## config.mk

```make
export PLATFORM = sky130hd
export DESIGN_NAME = regfile
export DESIGN_NICKNAME = d
export VERILOG_FILES = /design/src/holy_core_pkg.sv /design/src/regfile.sv
export SDC_FILE = /design/constraint.sdc
export NUM_CORES = 2
export LEC_CHECK = 0
export BUFFER_PORTS_ARGS = -buffer_cell sky130_fd_sc_hd__clkbuf_2
export CORE_MARGIN = 4
export CORE_UTILIZATION = 60
export CTS_CLUSTER_DIAMETER = 40
export DETAILED_ROUTE_END_ITERATION = 8
export PLACE_DENSITY = 0.77
export SYNTH_ARGS = -nofsm -noshare
export SYNTH_HDL_FRONTEND = slang
export SYNTH_SLANG_ARGS = --single-unit
```

## constraint.sdc

```tcl
create_clock -name clk -period 9.1 [get_ports clk]
set_input_delay 1.365 -clock clk [delete_from_list [all_inputs] [get_ports clk]]
set_output_delay 1.365 -clock clk [all_outputs]
set_load 0.1 [all_outputs]
```

## src/holy_core_pkg.sv

```systemverilog
`default_nettype none

package holy_core_pkg;

    localparam int XLEN       = 32;
    localparam int DMEM_WORDS = 256;
    localparam int DMEM_AW    = $clog2(DMEM_WORDS);

    // Second adder operand selection
    localparam logic [1:0] SECOND_ADD_PC  = 2'b00;
    localparam logic [1:0] SECOND_ADD_IMM = 2'b01;
    localparam logic [1:0] SECOND_ADD_REG = 2'b10;

    typedef enum logic [6:0] {
        OP_LUI    = 7'b0110111,
        OP_AUIPC  = 7'b0010111,
        OP_JAL    = 7'b1101111,
        OP_JALR   = 7'b1100111,
        OP_BRANCH = 7'b1100011,
        OP_LOAD   = 7'b0000011,
        OP_STORE  = 7'b0100011,
        OP_IMM    = 7'b0010011,
        OP_REG    = 7'b0110011
    } opcode_t;

    typedef enum logic [3:0] {
        ALU_ADD  = 4'd0,
        ALU_SUB  = 4'd1,
        ALU_AND  = 4'd2,
        ALU_OR   = 4'd3,
        ALU_XOR  = 4'd4,
        ALU_SLT  = 4'd5,
        ALU_SLTU = 4'd6,
        ALU_SLL  = 4'd7,
        ALU_SRL  = 4'd8,
        ALU_SRA  = 4'd9
    } alu_op_t;

    typedef enum logic [2:0] {
        IMM_I = 3'd0,
        IMM_S = 3'd1,
        IMM_B = 3'd2,
        IMM_U = 3'd3,
        IMM_J = 3'd4
    } imm_src_t;

    typedef enum logic [1:0] {
        WB_ALU    = 2'd0,
        WB_LOAD   = 2'd1,
        WB_PC4    = 2'd2,
        WB_SECOND = 2'd3
    } wb_src_t;

    typedef struct packed {
        alu_op_t    alu_op;
        imm_src_t   imm_src;
        logic       alu_use_imm;
        logic       mem_read;
        logic       mem_write;
        logic       reg_write;
        wb_src_t    wb_src;
        logic       pc_jump;
        logic [1:0] second_add_src;
    } ctrl_t;

    // Register view, addresses and decode fields
    typedef struct packed {
        logic [6:0] funct7;
        logic [4:0] rs2;
        logic [4:0] rs1;
        logic [2:0] funct3;
        logic [4:0] rd;
        logic [6:0] opcode;
    } instr_reg_t;

    // Immediate view, raw fields for the sign extender
    typedef struct packed {
        logic [11:0] imm_hi;
        logic [4:0]  rs1;
        logic [2:0]  funct3;
        logic [4:0]  imm_lo;
        logic [6:0]  opcode;
    } instr_imm_t;

    typedef union packed {
        instr_reg_t r;
        instr_imm_t i;
    } instr_u;

    typedef struct packed {
        logic            valid;
        logic [4:0]      rd;
        logic [XLEN-1:0] data;
    } wb_t;

endpackage

`default_nettype wire

```

## src/regfile.sv

```systemverilog
`default_nettype none

module regfile
    import holy_core_pkg::*;
(
    input  wire logic            clk,
    input  wire logic            rst_n,
    input  wire logic [4:0]      i_rs1,
    input  wire logic [4:0]      i_rs2,
    output logic      [XLEN-1:0] o_rd1,
    output logic      [XLEN-1:0] o_rd2,
    input  wire logic            i_we,
    input  wire logic [4:0]      i_rd,
    input  wire logic [XLEN-1:0] i_wdata
);

    logic [XLEN-1:0] regs [32];

    assign o_rd1 = regs[i_rs1];
    assign o_rd2 = regs[i_rs2];

    always_ff @(posedge clk) begin
        if (!rst_n) begin
            for (int r = 0; r < 32; r++) begin
                regs[r] <= '0;
            end
        end else if (i_we && i_rd != 5'd0) begin
            // x0 never written, so it reads as zero
            regs[i_rd] <= i_wdata;
        end
    end

endmodule

`default_nettype wire

```

# Word-level counts from Yosys, hierarchy flattened
# Memory sizes are Yosys's and may differ from the RTL's.
# Index checks and enable logic that the tools add are counted.
# op_classes
n_reduce_logical	3
mux	7
# ops
op	n
32-bit two-way mux	1
32-bit OR reduction	1
1-bit two-way mux	5
5-bit two-way mux	1
5-bit nonzero test	1
1-bit logical AND	1
# totals
mem_bits_rw	1024
reg_bits	0
memories	1
# memory_table
memory	words	width	read_ports	rd_ports_with_merged_regs	write_ports	line_no	text
regs	32	32	2	0	32	regfile.sv:17	logic [XLEN-1:0] regs [32];

# Logic depth before layout (Yosys ltp)
# depth
depth_word	7
ltp_mapped	8
mapped_depth_nobuf	5

# Worst setup path before layout
# No wires, ideal clock.
# synth_timing
path_type	input port to flip-flop
from	input rst_n
to	memory regs[24][0] (enable)
t_required_ns	8.634
setup_ns	0.466
path_slack_ns	4.384
path_buffers	1
cell_stages	4
t_arrival_ns	4.251
path_cell_list	nand2_1 or3_4 buf_6 o21ai_0
# synth_rtl
element	line_no	text
from (decl)	regfile.sv:7	input wire logic rst_n,
to (decl)	regfile.sv:17	

# Worst setup path after layout
# layout_timing
from	input i_rs1[2]
to	output o_rd1[1]
# layout_via
elab_chain_cells	1
# layout_rtl
element	line_no	text
from (decl)	regfile.sv:8	input wire logic [4:0] i_rs1,
memory 32 x 32 bit	-	
to (decl)	regfile.sv:10	output logic [XLEN-1:0] o_rd1,
# No other way between the ends.

==> metrics <==
main flop type after synthesis=edfxtp_1; max reg flops=1024; Fin. Hold Viols=0; Max Freq=172 MHz; overall power=0.0128 W; Final Cycle Share=64.0%; clock-pin slew of the registers on the worst-case setup and hold paths=0.06 ns; commonest cells in the synthesized netlist=edfxtp_1 (1024), mux2i_1 (1024), and2_1 (994); PwrDens=206 nW/um^2; Worst Hold End=regs[4][18]$_SDFFCE_PN0P_; met1 usage=49.5%; number of DRC markers in iteration 0=6933; outcome=finished, final reports clean; Crit Path Class=in -> out; via/cell ratio=6.86; mux cell area share after synthesis=18.4%; Setup TNS Final=0 ns; Ys Warns=0; Post-DRT Antenna Nets=0; WP data required=7.74 ns; # setup viols final=0; largest net degree at the start of global routing=129; vias in the first global route=39586; initial core utilization=60.6%; GP Congestion=0.874; Post-synth ARST share=0%; htree depth=4; Largest Register=regs; met2 GRT Util=54.6%; met3 usage in global routing=11.2%; critical path capture point type=output pin; xor-xnor portion of the synthesized cell area=0%; CTS sink cnt=1024; critical hold path startpoint=i_wdata[18]; Core Box Area=91900 um^2; ratio of cells with drive above 1 in the final layout=11.0%; Hold WC Path Type=in -> reg; Compound-Gate Fraction of Synth Area=7.32%; total grt overflow=0; actual slew at the worst max-slew pin=1.30 ns; Synth cell types=32; Resized Gates After CTS=0; Cell Area, Synth=55700 um^2; CTS tree=done; Avg WL per Cell=31.4 um; WP data arrival=4.46 ns; largest family of logic cells by synthesized area=multiplexers; Synth area leaders=edfxtp_1 (55%), mux2i_1 (18%), and2_1 (11%); die area=97800 um^2; sequential share of the synthesized area=55.2%; Final min period=5.83 ns; DRC Markers=0; Net count, final=4600; number of core rows=111; hpwl dp=97600 um; via count=40633; VDD IR-drop max=210 uV; first-pass GRT wire length=265000 um; fin util=67.6%; Post-Synth Adder-Cell Area=0%; IO buf count=113; Post-Syn Instances=4609; synth-to-layout area growth=11.6%; clock root cell=clkbuf_16; Post-synth EDFFs=1024; Yosys top cell area share=55.2%; Die Height=313 um; number of synthesized register bits=1024; syn_area_per_cell=12.1 um^2; CP Max Fanout=75; Clock Path Buffers=3; GRT Max-Usage Layer=met2; Max Cap Viol=0; leakage=24.4 nW; RSZ-0062 raised after global routing=no; simple-gate share of the synthesized area=15.4%; Detailed Routing Iterations Pass 1=6; All-Layer GR Usage=37.1%; Total Wirelength=186000 um; post-cts hold buffer count=0; num ports=114; die width=313 um; Post-CTS Setup Repair Bufs=0; CP Launch Type=input port; Top Registers=regs (1024); Rel. slew slack=13.2%; Yosys top cell by area=edfxtp_1; Slew Limit Fails=0; Num CTS Buffers=142; antenna violations before repair=20; Hold Path Depth=2
[worst max-delay path by stage]
stage	depth (start not counted)	start	to	slack (ns)
2_1_floorplan	4	rst_n	regs[24][0]$_SDFFCE_PN0P_	4.38
4_1_cts	8	i_rs2[1]	o_rd2[15]	3.36
3_5_place_dp	8	i_rs2[1]	o_rd2[15]	3.35
6_report	7	i_rs1[2]	o_rd1[1]	3.27
3_3_place_gp	8	i_rs2[1]	o_rd2[14]	3.44
5_1_grt	8	i_rs2[1]	o_rd2[27]	3.26
[layout make-up]
type                            count  area, um^2
Inverter                            1        3.75
Tap cell                         1243        1560
Clock inverter                     95        1070
Multi-Input combinational cell   3165       23500
Antenna cell                       12        30.0
Clock buffer                      163        3700
Fill cell                        6554       29800
Sequential cell                  1024       30700
Timing Repair Buffer              216        1530
[power breakdown]
| part | total, W | switching (W) | internal (W) |
|---|---|---|---|
| Sequential | 0.00560 | 0.000140 | 0.00546 |
| Clock | 0.00560 | 0.00217 | 0.00343 |
| Combinational | 0.00163 | 0.00119 | 0.000436 |
| Total | 0.0128 | 0.00350 | 0.00932 |
[routing by layer]
metal / part of all wire, % / up-vias
met5: 0.10 / -
met4: 6.0 / 16
met3: 14 / 688
met2: 43 / 3287
met1: 36 / 19833
li1: - / 16809
[stage by stage]
step	setup WS [ns]	area, um^2	cells	hold WS (ns)
floorplan	4.38	55800	4640	1.56
global placement	3.44	57400	5648	2.00
detailed placement	3.35	57400	5648	2.02
CTS	3.36	62100	5906	1.23
global route	3.26	62200	5911	1.31
finish	3.27	62200	5919	1.27
[critical path, cell delays in order]
cell	delay [ns]
clkbuf_2	0.17
nor2b_4	0.95
buf_12	0.48
a22oi_1	0.17
a31oi_1	0.56
nand3_1	0.21
clkbuf_2	0.43
[cells by family (layout without fill, tap and decap cells)]
kind of cell | after synthesis | after routing
AO/OA/AOI/OAI | 607 | 607
buffers and inverters | 451 | 475
AND/OR/NAND/NOR | 1502 | 1502
multiplexers | 1024 | 1024
flip-flops | 1024 | 1024
other | 1 | 44
[placed cells by master (no fill, tap or decap), drive strengths merged]
master    synthesis  layout
nand3           193     193
diode             0      12
clkinvlp          0      12
and2            994     994
a22o            128     128
a22oi           192     192
nand4             1       1
or2               2       2
or3               2       2
nor2b             4       4
edfxtp         1024    1024
buf             178     106
mux2i          1024    1024
or3b              2       2
clkinv            0      48
nor3             64      64
a31oi            64      64
inv               1      19
nor2             35      35
o21ai            31      31
conb              1      32
bufinv            0      17
nand2b            4       4
nand4b            1       1
nand3b            3       3
nand2           197     197
clkbuf          272     273
a21oi           192     192
Note: power is estimated with default switching activity, not from simulation.
