$ cat src/holy_core_pkg.sv
`default_nettype none

package holy_core_pkg;

    localparam int XLEN       = 32;
    localparam int DMEM_WORDS = 256;
    localparam int DMEM_AW    = $clog2(DMEM_WORDS);

    // Second adder operand selection
    localparam logic [1:0] SECOND_ADD_PC  = 2'b00;
    localparam logic [1:0] SECOND_ADD_IMM = 2'b01;
    localparam logic [1:0] SECOND_ADD_REG = 2'b10;

    typedef enum logic [6:0] {
        OP_LUI    = 7'b0110111,
        OP_AUIPC  = 7'b0010111,
        OP_JAL    = 7'b1101111,
        OP_JALR   = 7'b1100111,
        OP_BRANCH = 7'b1100011,
        OP_LOAD   = 7'b0000011,
        OP_STORE  = 7'b0100011,
        OP_IMM    = 7'b0010011,
        OP_REG    = 7'b0110011
    } opcode_t;

    typedef enum logic [3:0] {
        ALU_ADD  = 4'd0,
        ALU_SUB  = 4'd1,
        ALU_AND  = 4'd2,
        ALU_OR   = 4'd3,
        ALU_XOR  = 4'd4,
        ALU_SLT  = 4'd5,
        ALU_SLTU = 4'd6,
        ALU_SLL  = 4'd7,
        ALU_SRL  = 4'd8,
        ALU_SRA  = 4'd9
    } alu_op_t;

    typedef enum logic [2:0] {
        IMM_I = 3'd0,
        IMM_S = 3'd1,
        IMM_B = 3'd2,
        IMM_U = 3'd3,
        IMM_J = 3'd4
    } imm_src_t;

    typedef enum logic [1:0] {
        WB_ALU    = 2'd0,
        WB_LOAD   = 2'd1,
        WB_PC4    = 2'd2,
        WB_SECOND = 2'd3
    } wb_src_t;

    typedef struct packed {
        alu_op_t    alu_op;
        imm_src_t   imm_src;
        logic       alu_use_imm;
        logic       mem_read;
        logic       mem_write;
        logic       reg_write;
        wb_src_t    wb_src;
        logic       pc_jump;
        logic [1:0] second_add_src;
    } ctrl_t;

    // Register view, addresses and decode fields
    typedef struct packed {
        logic [6:0] funct7;
        logic [4:0] rs2;
        logic [4:0] rs1;
        logic [2:0] funct3;
        logic [4:0] rd;
        logic [6:0] opcode;
    } instr_reg_t;

    // Immediate view, raw fields for the sign extender
    typedef struct packed {
        logic [11:0] imm_hi;
        logic [4:0]  rs1;
        logic [2:0]  funct3;
        logic [4:0]  imm_lo;
        logic [6:0]  opcode;
    } instr_imm_t;

    typedef union packed {
        instr_reg_t r;
        instr_imm_t i;
    } instr_u;

    typedef struct packed {
        logic            valid;
        logic [4:0]      rd;
        logic [XLEN-1:0] data;
    } wb_t;

endpackage

`default_nettype wire

$ cat src/signext.sv
`default_nettype none

module signext
    import holy_core_pkg::*;
(
    input  instr_u          i_instr,
    input  imm_src_t        i_imm_src,
    output logic [XLEN-1:0] o_imm
);

    logic [11:0] hi;
    logic [4:0]  lo;
    logic [7:0]  mid;

    assign hi  = i_instr.i.imm_hi;
    assign lo  = i_instr.i.imm_lo;
    // Bits 19:12 of the word, used by U and J
    assign mid = {i_instr.i.rs1, i_instr.i.funct3};

    always_comb begin
        case (i_imm_src)
            IMM_I:   o_imm = {{20{hi[11]}}, hi};
            IMM_S:   o_imm = {{20{hi[11]}}, hi[11:5], lo};
            IMM_B:   o_imm = {{20{hi[11]}}, lo[0], hi[10:5], lo[4:1], 1'b0};
            IMM_U:   o_imm = {hi, mid, 12'd0};
            IMM_J:   o_imm = {{12{hi[11]}}, mid, hi[0], hi[10:1], 1'b0};
            default: o_imm = '0;
        endcase
    end

endmodule

`default_nettype wire

$ cat config.mk
export PLATFORM = sky130hd
export DESIGN_NAME = signext
export DESIGN_NICKNAME = d
export VERILOG_FILES = /design/src/holy_core_pkg.sv /design/src/signext.sv
export SDC_FILE = /design/constraint.sdc
export NUM_CORES = 1
export LEC_CHECK = 0
export BUFFER_PORTS_ARGS = -buffer_cell sky130_fd_sc_hd__buf_2
export CORE_MARGIN = 2
export CORE_UTILIZATION = 30
export DETAILED_ROUTE_END_ITERATION = 10
export GPL_TIMING_DRIVEN = 0
export PLACE_DENSITY = 0.75
export SETUP_SLACK_MARGIN = 0.2
export SYNTH_ARGS = -nofsm -noshare
export SYNTH_HDL_FRONTEND = slang
export SYNTH_SLANG_ARGS = --single-unit
$ cat constraint.sdc
create_clock -name vclk -period 1.7
set_input_delay 0.17 -clock vclk [all_inputs]
set_output_delay 0.17 -clock vclk [all_outputs]
set_load 0.02 [all_outputs]
# Word-level counts from Yosys, hierarchy flattened
# Cells that the tools add are included.
word_totals:
  reg_bits: 0
  inputBits: 35
  out_inout_bits: 32
  elab_cells: 6
classes:
  eq_ne: 4
  n_mux: 1
  reduce_logical: 1
ops:
  columns: ["op", "count"]
  rows:
  - ["$pmux W32 S5", 1]
  - ["$eq A3 B2 Y1 const B", 2]
  - ["$eq A3 B1 Y1 const B", 1]
  - ["$eq A3 B3 Y1 const B", 1]
  - ["$logic_not A3 Y1", 1]

# Longest topological paths before layout
# Gate-level depths: netlist of the first run.
logic_depth:
  ltp_word: 2
  mapped_depth: 5
  ltp_nobuf: 3

# Least setup slack after synthesis of the first run
# OpenSTA, ideal clock, no wires.
synth_timing:
  path_type: "input -> output"
  startpoint: "in i_imm_src[0]"
  endpoint: "out o_imm[11]"
  t_arrival_ns: 1.112
  t_required_ns: 1.530
  slack_ns: 0.418
  stages: 3
  n_path_buf: 1
  cell_sequence: "buf_2 -> nand2b_1 -> o32ai_1"
synth_between:
  elab_chain_cells: 2
  elab_cells_between_ends: 6
  classes_between: "eq/ne (4); mux (1); reduce/logical (1)"
synth_lines:
  columns: ["element", "line", "text"]
  rows:
  - ["from (decl)", "signext.sv:7", "input imm_src_t i_imm_src,"]
  - ["$eq A3 B3 Y1, or another cell as far along", "signext.sv:21", "case (i_imm_src)"]
  - ["$pmux W32 S5 *", "signext.sv:21", null]
  - ["to (decl)", "signext.sv:8", "output logic [XLEN-1:0] o_imm"]
# Every way passes the cells marked *; elsewhere a longest branch is shown, timed or not.

# Worst setup path after layout of the first run
layout_timing:
  startpoint: "in i_imm_src[0]"
  endpoint: "out o_imm[13]"
# Same word-level chain as after synthesis.

==> results.yml, run 1 <==
final_layout:
  seq_cells: 0
  area_delta_synth_final_pct: 60.88
  layout-drive-gt1-share_pct: 46.71
  final_cells: 177
  nets: 189
  design_area_um2: 869.6
  nFillCells: 175
  n_antenna_cell: 0
  nClkBuffers: 0
  final_util_pct: 50.92
  regArea_um2: 0
power:
  p_int_mw: 0.1255
  pwr-share-clk_pct: 0
  seqPwrFrac_pct: 0
  powerDensity_nw_per_um2: 351.2
  p_comb_share_pct: 100.0
  cellLeakagePower_nw: 0.5099
  peakVddDrop_mv: 0.1470
  total_power_mw: 0.3054
  p_sw_mw: 0.1799
  sw_frac_of_total_pct: 58.92
worst_setup_path:
  crit_chain: "buf_2 -> clkbuf_4 -> nor2b_1 -> clkbuf_4 -> a21oi_1 -> o22ai_1 -> buf_2"
  critPathSlowestCell: "clkbuf_4"
  critPathMaxStageDelay_ps: 200
  cp_num_buf_inv: 4
  crit_arrival_ps: 1210
  path_class: "in2out"
  worst_path_dominant_cell_family: "buffers and inverters"
  cp.required_ps: 1530
  setup.worst_path.start_class: "input pin"
  endpoint_kind: "output port"
  cp_max_fo: 10
placement:
  portBuffers: 58
  gp_congestion: 0.7250
  placed_cells: 177
  dp_slack_ps: 296.1
  dpl-instance-area_um2: 862.1
  hpwlAfterDp_um: 1450
floorplanning:
  die_h_um: 46.45
  core_area_um2: 1708
  start_util_pct: 31.65
  io_pins: 67
  num_rows: 15
  die_w_um: 46.45
  dieArea_um2: 2157
timing:
  finalCriticalPeriod_ps: 1383
  fin_ws_ps: 317.2
  holdWs_ps: 655.8
  setup_tns_ps: 0
  rsz0062_at_grt: "no"
  fmax_mhz: 723.2
  setup_viol: 0
  relSlewSlack_pct: 70.78
  slew_violations: 0
  fin_crit_sh_pct: 81.34
  tightest_slew_ps: 438.3
  hold_violations: 0
global_routing:
  track_usage_pct: 15.95
  antenna_found_initial: 0
  grt.overflow.total: 0
  grt_pass1_wl_um: 2725
  grt_pass1_vias: 644
  grt_max_degree: 11
yosys:
  netlist_area_um2: 540.5
  ys_seq_area_share_pct: 0
  synth_area_per_cell_um2: 5.750
  synth_fp_nets: 129
  yosys.area.top_type: "a21oi_1"
  synth.area.top_cells: "a21oi_1, nand2_1, o22ai_1, mux2_2, nor2b_1"
  synth.most_common_cell: "nand2_1"
  synth_top_cell_area_share_pct: 15.74
  yosys-top-cells-count: "nand2_1, a21oi_1, o22ai_1"
  syn_inst: 94
  synth_warnings: 0
  yosysUniqueCellTypes: 20
worst_hold_path:
  hold_path_end: "o_imm[0]"
  hold_depth: 3
  worstHoldStart: "i_imm_src[1]"
  hold_path_class: "in2out"
route:
  vias: 803
  wl_um: 1763
  wl_per_cell_um: 9.960
  drtIter0Drc: 12
  post-route-drc-count: 0
  routed_via_density: 4.537
  drtPass1Iterations: 4
  ant_nets: 0
run_status:
  status: "finished, final reports clean"
job:
  maxCapViolCount: 0
==> tightest hold or removal path, delay by kind of cell <==
kind          cells  cell delay (ps)
buf+inv           2              260
simple gates      1               50
==> per-layer routing <==
metal  vias to the layer above  track usage, %  wire (µm)  share of wire [%]
li1                        438               -          -                  -
met1                       347           21.38        757                 43
met2                        18           29.72        922                 52
met3                         0          0.3922         83                4.7
met4                         0               0          0                  0
met5                         -               0          0                  0
==> layout by cell type (no fill, tap or decap) <==
cell / n
maj3_2: 1
and2b_1: 2
buf_6: 3
nor3_1: 1
and2_1: 1
nand2b_1: 5
clkbuf_4: 2
buf_4: 1
mux2i_1: 1
clkbuf_1: 4
nor2b_1: 7
a21oi_1: 17
nand2b_4: 1
nand2_1: 22
mux2_2: 4
and3b_1: 1
buf_2: 59
inv_1: 5
o32ai_1: 1
o21ai_0: 1
and2_0: 1
o22ai_1: 12
==> final cells by class <==
cell class	instances	area, µm²	area share, %
multi-input cells	78	452.9	52.09
repair buffers	58	292.8	33.67
plain buffers	11	73.82	8.489
well taps	25	31.28	3.597
inverters	5	18.77	2.158
==> power by group through the flow <==
stage / combinational, mW / clock [mW] / sequential (mW)
CTS: 0.304 / 0 / 0
floorplan: 0.197 / 0 / 0
global route: 0.332 / 0 / 0
detailed placement: 0.303 / 0 / 0
global placement: 0.299 / 0 / 0
finish: 0.305 / 0 / 0
==> how the worst max path moves through the flow <==
stage                      start         to  slack [ps]  cells after the start
detailed placement  i_imm_src[0]  o_imm[14]         300                      7
finish              i_imm_src[0]  o_imm[13]         320                      7
CTS                 i_imm_src[0]  o_imm[14]         300                      7
global route        i_imm_src[0]  o_imm[14]         210                      7
floorplan           i_imm_src[0]  o_imm[11]         420                      3
global placement    i_imm_src[0]  o_imm[19]         320                      7
==> logic make-up after synthesis <==
group	Yosys count	share of synthesized area, %
buffers and inverters	16	16.20
muxes	5	10.18
adders and majority gates	1	2.083
and+or+nand+nor	41	39.35
AOI/OAI and AO/OA	31	32.17
==> repair_timing <==
item	4_1_cts	5_1_grt
hold buffers	0	0
resized for setup	0	3
buffers inserted	0	0
setup endpoints to repair	0	3
No activity file was read; power rests on OpenSTA's default activity.
==> run 2: changes to the inputs <==
- ABC_AREA: not set -> 1
- clock period: 1.7 -> 1.2 ns (I/O delays scaled with it)
==> results.yml, run 2 <==
run_status:
  status: "finished, final reports clean"
floorplanning:
  dieArea_um2: 2353
  die_h_um: 48.51
  num_rows: 16
  core_area_um2: 1922
  start_util_pct: 30.92
  die_w_um: 48.51
  io_pins: 67
yosys:
  synth_warnings: 0
  synth.most_common_cell: "nand2_1"
  yosys-top-cells-count: "nand2_1, nand3_1, nand4_1"
  yosys.area.top_type: "nand3_2"
  synth_fp_nets: 137
  yosysUniqueCellTypes: 16
  synth.area.top_cells: "nand3_2, nand3_1, nand2_1, nand4_1, nor2_1"
  synth_area_per_cell_um2: 5.827
  syn_inst: 102
  ys_seq_area_share_pct: 0
  netlist_area_um2: 594.3
  synth_top_cell_area_share_pct: 16.84
route:
  wl_per_cell_um: 13.22
  vias: 1000
  ant_nets: 0
  routed_via_density: 5.076
  drtPass1Iterations: 4
  wl_um: 2605
  post-route-drc-count: 0
  drtIter0Drc: 12
power:
  peakVddDrop_mv: 0.2954
  cellLeakagePower_nw: 0.7777
  powerDensity_nw_per_um2: 468.5
placement:
  dpl-instance-area_um2: 928.4
  portBuffers: 60
  placed_cells: 189
  dp_slack_ps: 14.94
  hpwlAfterDp_um: 1759
  gp_congestion: 0.7945
final_layout:
  most-common-layout-cells: "buf_2, buf_6, nand3_2"
  final_cells: 197
  n_antenna_cell: 0
  design_area_um2: 1398
  nets: 207
  layout-drive-gt1-share_pct: 73.53
  area_delta_synth_final_pct: 135.2
  seq_cells: 0
  regArea_um2: 0
  nClkBuffers: 0
  final_common_cell: "buf_2"
  nFillCells: 147
global_routing:
  track_usage_pct: 19.66
  grt.overflow.total: 0
  grt_max_degree: 11
  grt_pass1_vias: 956
  antenna_found_initial: 0
  grt_pass1_wl_um: 3953
job:
  maxCapViolCount: 0
timing:
  setup_tns_ps: 0
  rsz0062_at_grt: "yes"
  slew_violations: 0
  fmax_mhz: 974.3
  hold_violations: 0
  fin_crit_sh_pct: 85.53
  finalCriticalPeriod_ps: 1026
  relSlewSlack_pct: 84.89
  tightest_slew_ps: 225.9
  fin_ws_ps: 173.6
  setup_viol: 0
worst_setup_path:
  crit_path_start: "i_imm_src[1]"
  cp_max_fo: 5
  setup.worst_path.start_class: "input pin"
  path_class: "in2out"
  cp.required_ps: 1080
  crit_arrival_ps: 910
  crit_path_end: "o_imm[17]"
  endpoint_kind: "output port"
clock_tree:
  hold_buffers: 0
worst_hold_path:
  hold_path_class: "in2out"
## run 2: worst min path at each step
stage	start	endpoint	slack, ps	depth (start not counted)
after floorplan	i_instr[30]	o_imm[10]	370	2
after global placement	i_instr[17]	o_imm[17]	570	4
after detailed placement	i_instr[15]	o_imm[15]	570	4
after CTS	i_instr[21]	o_imm[1]	570	4
after global routing	i_instr[24]	o_imm[4]	570	4
final	i_instr[21]	o_imm[1]	550	4
## run 2: metrics by stage
stage               hold WS (ps)  power, mW  utilization [%]
global route               568.5     0.6906            72.72
finish                     545.6     0.6548            72.72
CTS                        565.3     0.5836            64.13
detailed placement         574.4     0.4475            48.31
floorplan                  372.9     0.2759                -
global placement           570.7     0.4385            48.31
## run 2: what timing repair did
item | CTS | global route
cloned | 2 | 1
setup buffers | 4 | 1
gates resized for setup | 71 | 36
endpoints found under the setup margin | 31 | 28
pin swaps | 10 | 6
## run 2: routing by layer
metal	wire length (µm)	global-route usage [%]	vias to the layer above
li1	-	-	496
met1	977	22.54	470
met2	1502	39.12	34
met3	126	2.160	0
met4	0	3.333	0
met5	0	0	-
## run 2: where the power goes
part	internal [mW]	switching, mW	leakage [nW]	total (mW)
sequential	0	0	0	0
clock	0	0	0	0
combinational	0.307	0.348	0.778	0.655
total	0.307	0.348	0.778	0.655
## run 2: kinds of logic after synthesis
group                  Yosys count  share of synthesized area [%]
buffers and inverters           13                          13.05
AND/OR/NAND/NOR                 87                          85.26
AO/OA/AOI/OAI                    2                          1.683
## run 2: cell type report
| class | count | area [µm²] | area share, % |
|---|---|---|---|
| Inverter | 5 | 21.27 | 1.522 |
| Multi-Input combinational cell | 89 | 656.9 | 47.00 |
| Tap cell | 27 | 33.78 | 2.417 |
| Buffer | 8 | 88.84 | 6.356 |
| Timing Repair Buffer | 68 | 596.8 | 42.70 |
## run 2: critical path, cell delays in order
cell	delay (ps)
buf_12	110
nor2_4	160
buf_6	130
buf_6	90
nand3_1	60
nand3_1	90
buf_6	120
