==> src/holy_core_pkg.sv <==
`default_nettype none

package holy_core_pkg;

    localparam int XLEN       = 32;
    localparam int DMEM_WORDS = 256;
    localparam int DMEM_AW    = $clog2(DMEM_WORDS);

    // Second adder operand selection
    localparam logic [1:0] SECOND_ADD_PC  = 2'b00;
    localparam logic [1:0] SECOND_ADD_IMM = 2'b01;
    localparam logic [1:0] SECOND_ADD_REG = 2'b10;

    typedef enum logic [6:0] {
        OP_LUI    = 7'b0110111,
        OP_AUIPC  = 7'b0010111,
        OP_JAL    = 7'b1101111,
        OP_JALR   = 7'b1100111,
        OP_BRANCH = 7'b1100011,
        OP_LOAD   = 7'b0000011,
        OP_STORE  = 7'b0100011,
        OP_IMM    = 7'b0010011,
        OP_REG    = 7'b0110011
    } opcode_t;

    typedef enum logic [3:0] {
        ALU_ADD  = 4'd0,
        ALU_SUB  = 4'd1,
        ALU_AND  = 4'd2,
        ALU_OR   = 4'd3,
        ALU_XOR  = 4'd4,
        ALU_SLT  = 4'd5,
        ALU_SLTU = 4'd6,
        ALU_SLL  = 4'd7,
        ALU_SRL  = 4'd8,
        ALU_SRA  = 4'd9
    } alu_op_t;

    typedef enum logic [2:0] {
        IMM_I = 3'd0,
        IMM_S = 3'd1,
        IMM_B = 3'd2,
        IMM_U = 3'd3,
        IMM_J = 3'd4
    } imm_src_t;

    typedef enum logic [1:0] {
        WB_ALU    = 2'd0,
        WB_LOAD   = 2'd1,
        WB_PC4    = 2'd2,
        WB_SECOND = 2'd3
    } wb_src_t;

    typedef struct packed {
        alu_op_t    alu_op;
        imm_src_t   imm_src;
        logic       alu_use_imm;
        logic       mem_read;
        logic       mem_write;
        logic       reg_write;
        wb_src_t    wb_src;
        logic       pc_jump;
        logic [1:0] second_add_src;
    } ctrl_t;

    // Register view, addresses and decode fields
    typedef struct packed {
        logic [6:0] funct7;
        logic [4:0] rs2;
        logic [4:0] rs1;
        logic [2:0] funct3;
        logic [4:0] rd;
        logic [6:0] opcode;
    } instr_reg_t;

    // Immediate view, raw fields for the sign extender
    typedef struct packed {
        logic [11:0] imm_hi;
        logic [4:0]  rs1;
        logic [2:0]  funct3;
        logic [4:0]  imm_lo;
        logic [6:0]  opcode;
    } instr_imm_t;

    typedef union packed {
        instr_reg_t r;
        instr_imm_t i;
    } instr_u;

    typedef struct packed {
        logic            valid;
        logic [4:0]      rd;
        logic [XLEN-1:0] data;
    } wb_t;

endpackage

`default_nettype wire

==> src/control.sv <==
`default_nettype none

module control
    import holy_core_pkg::*;
(
    input  opcode_t         i_opcode,
    input  wire logic [2:0] i_funct3,
    input  wire logic [6:0] i_funct7,
    input  wire logic       i_alu_zero,
    input  wire logic       i_alu_lt,
    input  wire logic       i_alu_ltu,
    output ctrl_t           o_ctrl
);

    alu_op_t alu_op_dec;
    logic    branch_taken;

    // Arithmetic decode shared by register and immediate forms
    always_comb begin
        case (i_funct3)
            3'b000:  alu_op_dec = (i_opcode == OP_REG && i_funct7[5]) ? ALU_SUB : ALU_ADD;
            3'b001:  alu_op_dec = ALU_SLL;
            3'b010:  alu_op_dec = ALU_SLT;
            3'b011:  alu_op_dec = ALU_SLTU;
            3'b100:  alu_op_dec = ALU_XOR;
            3'b101:  alu_op_dec = i_funct7[5] ? ALU_SRA : ALU_SRL;
            3'b110:  alu_op_dec = ALU_OR;
            default: alu_op_dec = ALU_AND;
        endcase
    end

    // Branch condition from the compare flags
    always_comb begin
        case (i_funct3)
            3'b000:  branch_taken = i_alu_zero;
            3'b001:  branch_taken = !i_alu_zero;
            3'b100:  branch_taken = i_alu_lt;
            3'b101:  branch_taken = !i_alu_lt;
            3'b110:  branch_taken = i_alu_ltu;
            3'b111:  branch_taken = !i_alu_ltu;
            default: branch_taken = 1'b0;
        endcase
    end

    always_comb begin
        o_ctrl.alu_op         = ALU_ADD;
        o_ctrl.imm_src        = IMM_I;
        o_ctrl.alu_use_imm    = 1'b0;
        o_ctrl.mem_read       = 1'b0;
        o_ctrl.mem_write      = 1'b0;
        o_ctrl.reg_write      = 1'b0;
        o_ctrl.wb_src         = WB_ALU;
        o_ctrl.pc_jump        = 1'b0;
        o_ctrl.second_add_src = SECOND_ADD_PC;

        case (i_opcode)
            OP_REG: begin
                o_ctrl.alu_op    = alu_op_dec;
                o_ctrl.reg_write = 1'b1;
            end
            OP_IMM: begin
                o_ctrl.alu_op      = alu_op_dec;
                o_ctrl.alu_use_imm = 1'b1;
                o_ctrl.reg_write   = 1'b1;
            end
            OP_LOAD: begin
                o_ctrl.alu_use_imm = 1'b1;
                o_ctrl.mem_read    = 1'b1;
                o_ctrl.reg_write   = 1'b1;
                o_ctrl.wb_src      = WB_LOAD;
            end
            OP_STORE: begin
                o_ctrl.imm_src     = IMM_S;
                o_ctrl.alu_use_imm = 1'b1;
                o_ctrl.mem_write   = 1'b1;
            end
            OP_BRANCH: begin
                o_ctrl.alu_op  = ALU_SUB;
                o_ctrl.imm_src = IMM_B;
                o_ctrl.pc_jump = branch_taken;
            end
            OP_JAL: begin
                o_ctrl.imm_src   = IMM_J;
                o_ctrl.reg_write = 1'b1;
                o_ctrl.wb_src    = WB_PC4;
                o_ctrl.pc_jump   = 1'b1;
            end
            OP_JALR: begin
                o_ctrl.reg_write      = 1'b1;
                o_ctrl.wb_src         = WB_PC4;
                o_ctrl.pc_jump        = 1'b1;
                o_ctrl.second_add_src = SECOND_ADD_REG;
            end
            // lui and auipc take their result from the second adder
            OP_LUI: begin
                o_ctrl.imm_src        = IMM_U;
                o_ctrl.reg_write      = 1'b1;
                o_ctrl.wb_src         = WB_SECOND;
                o_ctrl.second_add_src = SECOND_ADD_IMM;
            end
            OP_AUIPC: begin
                o_ctrl.imm_src   = IMM_U;
                o_ctrl.reg_write = 1'b1;
                o_ctrl.wb_src    = WB_SECOND;
            end
            default: begin
            end
        endcase
    end

endmodule

`default_nettype wire

==> config.mk <==
export PLATFORM = sky130hd
export DESIGN_NAME = control
export DESIGN_NICKNAME = d
export VERILOG_FILES = /design/src/holy_core_pkg.sv /design/src/control.sv
export SDC_FILE = /design/constraint.sdc
export NUM_CORES = 1
export LEC_CHECK = 0
export BUFFER_PORTS_ARGS = -buffer_cell sky130_fd_sc_hd__buf_4
export CAP_MARGIN = 20
export CORE_AREA = 2 2 39 41
export DETAILED_ROUTE_END_ITERATION = 10
export DIE_AREA = 0 0 41 43
export GPL_ROUTABILITY_DRIVEN = 1
export PLACE_DENSITY = 0.6
export SETUP_SLACK_MARGIN = 0.3
export SLEW_MARGIN = 10
export SYNTH_ARGS = -nofsm -noshare
export SYNTH_HDL_FRONTEND = slang
export SYNTH_SLANG_ARGS = --single-unit
==> constraint.sdc <==
create_clock -name vclk -period 1.5
set_input_delay 0.15 -clock vclk [all_inputs]
set_output_delay 0.15 -clock vclk [all_outputs]
set_load 0.01 [all_outputs]
=== Word level (Yosys, flattened, before mapping) ===
Index checks and enable logic that the tools add are counted.
Widths: inputs -> output; s select.

* Multiplexer cells: 13
* Reductions and logical operators: 10
* Equality and inequality tests: 16

{| class="wikitable"
|+ Operators with widths
! cell !! number
|-
| $pmux 4 s7 || 1
|-
| $eq 7x6->1 const B || 3
|-
| $eq 7x7->1 const B || 3
|-
| $eq 7x5->1 const B || 2
|-
| $eq 3x3->1 const B || 4
|-
| $pmux 3 s4 || 1
|-
| $pmux 4 s2 || 1
|-
| $eq 7x2->1 const B || 1
|-
| $reduce_or 7->1 || 1
|-
| $eq 3x2->1 const B || 2
|-
| $mux 1 || 6
|-
| $pmux 1 s6 || 1
|-
| $pmux 2 s3 || 1
|-
| $reduce_or 2->1 || 3
|-
| $pmux 2 s2 || 1
|-
| $eq 3x1->1 const B || 1
|-
| $logic_not 1->1 || 3
|-
| $logic_not 3->1 || 1
|-
| $reduce_or 3->1 || 1
|-
| $pmux 1 s2 || 1
|-
| $logic_and 1x1->1 || 1
|}

* Output and inout bits: 16
* Word-level logic and storage cells: 39
* Input port bits: 20
* Flip-flop bits (word level): 0

=== Depth between registers and ports, before layout ===
Gate-level depths: netlist (run 1).

* Word-level depth: 5
* Mapped depth: 4
* Mapped depth without buffers: 3

=== Least setup slack after synthesis (run 1) ===
No wires, ideal clock.

* Kind: input to output
* Start: input port i_opcode[5]
* End: output port o_ctrl[9] in the netlist's numbering
* Path buffers: 1
* Arrival time: 0.880 ns
* Slack: 0.470 ns
* Data required time: 1.350 ns
* Stages on the path: 3
* Cells stage by stage: buf_2 > or3b_1 > a21oi_1

{| class="wikitable"
|+ RTL lines
! item !! RTL line !! text
|-
| start: declaration || control.sv:6 || <nowiki>input opcode_t i_opcode,</nowiki>
|-
| end: declaration || control.sv:12 || <nowiki>output ctrl_t o_ctrl</nowiki>
|}

==> results of run 1 <==
-- layout make-up --
class	instances	area, um^2	share of cell area
multi-input cells	52	327	0.564
well taps	16	20.0	0.0346
repair buffers	31	233	0.402
-- how the worst min path moves through the flow --
stage | start | endpoint | slack (ps)
6_report | i_opcode[3] | o_ctrl[10] | 600
5_1_grt | i_funct3[1] | o_ctrl[15] | 620
4_1_cts | i_opcode[3] | o_ctrl[10] | 600
3_5_place_dp | i_opcode[3] | o_ctrl[10] | 600
3_3_place_gp | i_opcode[3] | o_ctrl[10] | 590
2_1_floorplan | i_opcode[3] | o_ctrl[10] | 330
-- stage by stage --
step	setup WS [ps]	hold slack [ps]	area, um^2	utilization	std cells
floorplan	470	333	330	-	56
global placement	250	593	553	0.400	98
detailed placement	260	596	553	0.400	98
CTS	321	601	558	0.403	98
global route	277	616	579	0.419	99
finish	345	601	579	0.419	99
-- layer usage --
| metal | up-vias | track usage | wire, um |
|---|---|---|---|
| met5 | - | 0 | 0 |
| met3 | 0 | 0 | 62 |
| li1 | 254 | - | - |
| met2 | 16 | 0.184 | 494 |
| met4 | 0 | 0 | 0 |
| met1 | 210 | 0.158 | 408 |
-- timing repair --
action / in CTS / in global routing
endpoints found under the setup margin: 2 / 6
hold buffers: 0 / 0
gates resized for setup: 1 / 3
pin swaps: 0 / 1
buffers inserted: 0 / 1
cloned: 0 / 0
-- where the power goes --
group	total [mW]	leakage, nW	switching (mW)	internal (mW)
combinational	0.106	0.265	0.0524	0.0537
clock	0	0	0	0
sequential	0	0	0	0
-- Yosys cell counts, drive strengths merged --
cell type  number
mux2i           3
a21oi           5
nand3           2
nand2b          1
nand4b          1
nor3            6
nor2            8
nand2           8
xor2            1
and2            1
xnor2           1
or3b            1
o31a            1
nor2b           2
and3            2
nor3b           1
clkbuf          1
o22a            1
o21ai           2
buf             3
or3             1
a32o            1
nand3b          2
and3b           1
-- worst min-delay path: stages --
cell and delay (ps):
buf_4 120, nor3_2 50, buf_4 130
-- kinds of logic (layout without fill, tap and decap cells) --
family | after synthesis | count (layout)
compound gates | 10 | 10
xor+xnor | 2 | 2
mux | 3 | 3
buf+inv | 4 | 31
simple gates | 37 | 37
==> metrics.yaml, run 1 <==
sta:
  setup_viol_count_final: 0
  fmax_ghz: 0.866
  rsz0062_at_grt: "yes"
  tns_ps: 0
  period_needed_ps: 1150
  fin_crit_sh: 0.770
  max_slew_margin: 0.850
  finalMaxSlewViolations: 0
  worstMarginPinSlew_ps: 224
  finalHoldViolations: 0
power:
  powerDensity_nw_per_um2: 183
  power_mw: 0.106
  ir_worst_vdd_mv: 0.103
  p_leak_nw: 0.265
finish:
  nFillCells: 153
  diodes: 0
  final_common_cell: "buf_4"
  layout-drive-gt1-share: 0.434
  n_sequential_cell: 0
  syn_to_final_growth_pct: 75.4
  layout_common_cells: "buf_4 (31), nand2_1 (8), nor2_1 (8)"
  nets: 105
  seq_area_um2: 0
  clock_buffers: 0
routing:
  via_count: 480
  antenna_left: 0
  drc_errors: 0
  first_pass_iters: 3
  routedWlPerCell_um: 9.75
  viasPerCell: 4.85
  routed_wl_um: 965
  first_iter_violations: 9
placed_design:
  dp_hpwl_um: 790
  gp_congestion: 0.770
  io_buffers: 30
setup_path:
  start_kind: "input port"
  cp-startpoint: "i_opcode[4]"
  cp_max_fo: 13
  worstPathRequired_ps: 1350
  arrival_ps: 1000
  crit_family: "simple AND/OR/NAND/NOR gates"
  worst-setup-path-type: "in2out"
  critPathMostFrequentCell: "buf_4"
  cp.buffers_inverters: 2
  cp_num_cells: 5
  max_stage_delay_ps: 220
  crit_chain: "buf_4, nand3b_1, nor2_1, and3b_1, buf_4"
  critPathCaptureType: "output port"
  crit_path_end: "o_ctrl[1]"
  slowest_stage: "nand3b_1"
floorplanning:
  die_x_um: 41
  pin_count: 36
  dieArea_um2: 1760
  core_um2: 1380
  initial_utilization: 0.239
  rows: 14
  die_h_um: 43
global_route:
  grt_util_all_layers: 0.109
  grt_overflow_total: 0
  antenna_found_initial: 0
  grt_pass1_wl_mm: 1.48
  grt_pass1_vias: 374
  grt_max_degree: 15
synthesis:
  synth_top_area_frac: 0.0909
  yosys.area.top_type: "mux2i_1"
  synthCells: 56
  synth_compound_area_frac: 0.189
  synth.cell_area_um2: 330
  synth_top_family_by_area: "simple AND/OR/NAND/NOR gates"
  synth_cell_types: 26
  synthAdderAreaFrac: 0
  ys_seq_area_frac: 0
  syn_avg_cell_area_um2: 5.90
  synth_simple_gate_area_share: 0.598
  synth-xor-area-share: 0.0530
  netlist_top_cells_area: "mux2i_1 (9.1%), nand2_1 (9.1%), nor2_1 (9.1%)"
  synthesis.nets: 76
  yosys_warnings: 0
  synth.area.mux_share: 0.0909
status:
  outcome: "finished, final reports clean"
min_path:
  min_path_type: "in2out"
  holdPathStages: 3
flow_run:
  drv_cap: 0
No activity file was read; power rests on OpenSTA's default activity.
==> run 2: changes to the inputs <==
--- a/config.mk
+++ b/config.mk
@@ -11,7 +11,7 @@
 export DETAILED_ROUTE_END_ITERATION = 10
 export DIE_AREA = 0 0 41 43
 export GPL_ROUTABILITY_DRIVEN = 1
-export PLACE_DENSITY = 0.6
+export PLACE_DENSITY = 0.62
 export SETUP_SLACK_MARGIN = 0.3
 export SLEW_MARGIN = 10
 export SYNTH_ARGS = -nofsm -noshare
==> constraint.sdc (replaced) <==
create_clock -name vclk -period 1
set_input_delay 0.1 -clock vclk [all_inputs]
set_output_delay 0.1 -clock vclk [all_outputs]
set_load 0.01 [all_outputs]
==> run 2 against run 1 <==
The run now ends with setup timing left. Global-route usage is 6.7 points higher. Hold slack worse by 44 ps. Final cell count is 14% higher. Utilization is 21 points higher. Critical path depth stayed put. Via count is 19% higher. Critical path type unchanged. Critical endpoint is now o_ctrl[2]. Largest power group unchanged.
==> metrics.yaml, run 2 (synthesized netlist as in run 1, its figures left out) <==
status:
  outcome: "complete, but fails checks"
  violations: "setup timing"
routing:
  first_pass_iters: 5
  routed_wl_mm: 1.37
  route.met2.wl_um: 750
  drt-met1-wl_um: 531
  viasPerCell: 5.04
  first_iter_violations: 3
  antenna_left: 0
  via_count: 570
  routedWlPerCell_um: 12.1
  drc_errors: 0
  met3WireLength_um: 69
  highest_layer: "met4"
sta:
  worstMarginPinSlew_ps: 227
  tns_ps: -113
  setup_viol_count_final: 5
  finalMaxSlewViolations: 0
  fmax_ghz: 0.971
  fin_crit_sh: 1.03
  max_slew_margin: 0.849
  layout_setup_ws_ps: -29.9
  period_needed_ps: 1030
  rsz0062_at_grt: "yes"
  finalHoldViolations: 0
power:
  power.internal_mw: 0.151
  clkPwrFrac: 0
  p_sw_frac: 0.446
  p_seq_frac: 0
  netSwitchingPower_mw: 0.122
  comb_power_share: 1.000
  p_leak_nw: 0.403
  power_mw: 0.273
  ir_worst_vdd_mv: 0.172
  powerDensity_nw_per_um2: 312
finish:
  clock_buffers: 0
  nets: 119
  layout-drive-gt1-share: 0.732
  n_sequential_cell: 0
  final_common_cell: "buf_4"
  seq_area_um2: 0
  layout_common_cells: "buf_4 (29), buf_6 (12)"
  diodes: 0
  syn_to_final_growth_pct: 165
setup_path:
  worstPathRequired_ps: 900
  arrival_ps: 930
  worst-setup-path-type: "in2out"
  critPathCaptureType: "output port"
  start_kind: "input port"
  cp_max_fo: 5
floorplanning:
  dieArea_um2: 1760
  die_x_um: 41
  pin_count: 36
  die_h_um: 43
  core_um2: 1380
  rows: 14
  initial_utilization: 0.239
global_route:
  grt_pass1_wl_mm: 2.32
  grt_util_all_layers: 0.176
  grt_max_degree: 9
  antenna_found_initial: 0
  grt_overflow_total: 0
  grt_pass1_vias: 574
min_path:
  holdPathStages: 4
  min_from: "i_opcode[3]"
  min_path_type: "in2out"
  min_to: "o_ctrl[10]"
placed_design:
  gp_congestion: 0.705
  dp_slack_ps: -53.4
  io_buffers: 30
  dp_hpwl_um: 985
clock_network:
  hold_buffers: 0
flow_run:
  drv_cap: 0
[run 2: final cells by class]
type / instances / area, um^2
Fill cell: 112 / 508
Multi-Input combinational cell: 52 / 443
Timing Repair Buffer: 45 / 413
Tap cell: 16 / 20.0
[run 2: repair_timing]
| item | in CTS | in global routing |
|---|---|---|
| endpoints found under the setup margin | 16 | 16 |
| pin swaps | 19 | 4 |
| buffers inserted | 3 | 0 |
| resized for setup | 37 | 4 |
[run 2: per-stage QoR]
stage	util	instances	hold WS (ps)	area, um^2
finish	0.633	113	557	876
global route	0.633	113	580	876
CTS	0.618	113	557	856
detailed placement	0.503	110	498	696
global placement	0.503	110	500	696
floorplan	-	56	229	408
[run 2: layer usage]
layer,track usage,up-vias
met5,0,-
met4,0.0200,0
met3,0,2
met2,0.341,24
met1,0.203,259
li1,-,285
[run 2: power groups by stage]
stage	logic, mW	registers, mW	clock network [mW]
finish	0.273	0	0
detailed placement	0.206	0	0
CTS	0.263	0	0
global route	0.294	0	0
global placement	0.202	0	0
floorplan	0.105	0	0
[run 2: how the worst max path moves through the flow]
| stage | from | end | slack, ps | cells past startpoint |
|---|---|---|---|---|
| 3_5_place_dp | i_opcode[4] | o_ctrl[10] | -50 | 5 |
| 4_1_cts | i_opcode[4] | o_ctrl[10] | -20 | 5 |
| 2_1_floorplan | i_opcode[5] | o_ctrl[10] | 170 | 4 |
| 5_1_grt | i_opcode[4] | o_ctrl[1] | -80 | 5 |
| 6_report | i_opcode[4] | o_ctrl[2] | -30 | 5 |
| 3_3_place_gp | i_opcode[4] | o_ctrl[10] | -50 | 5 |
[run 2: worst max-delay path, stage by stage]
cell,delay [ps]
buf_8,100
nand3b_1,250
nor3_2,210
o31a_1,160
buf_4,110
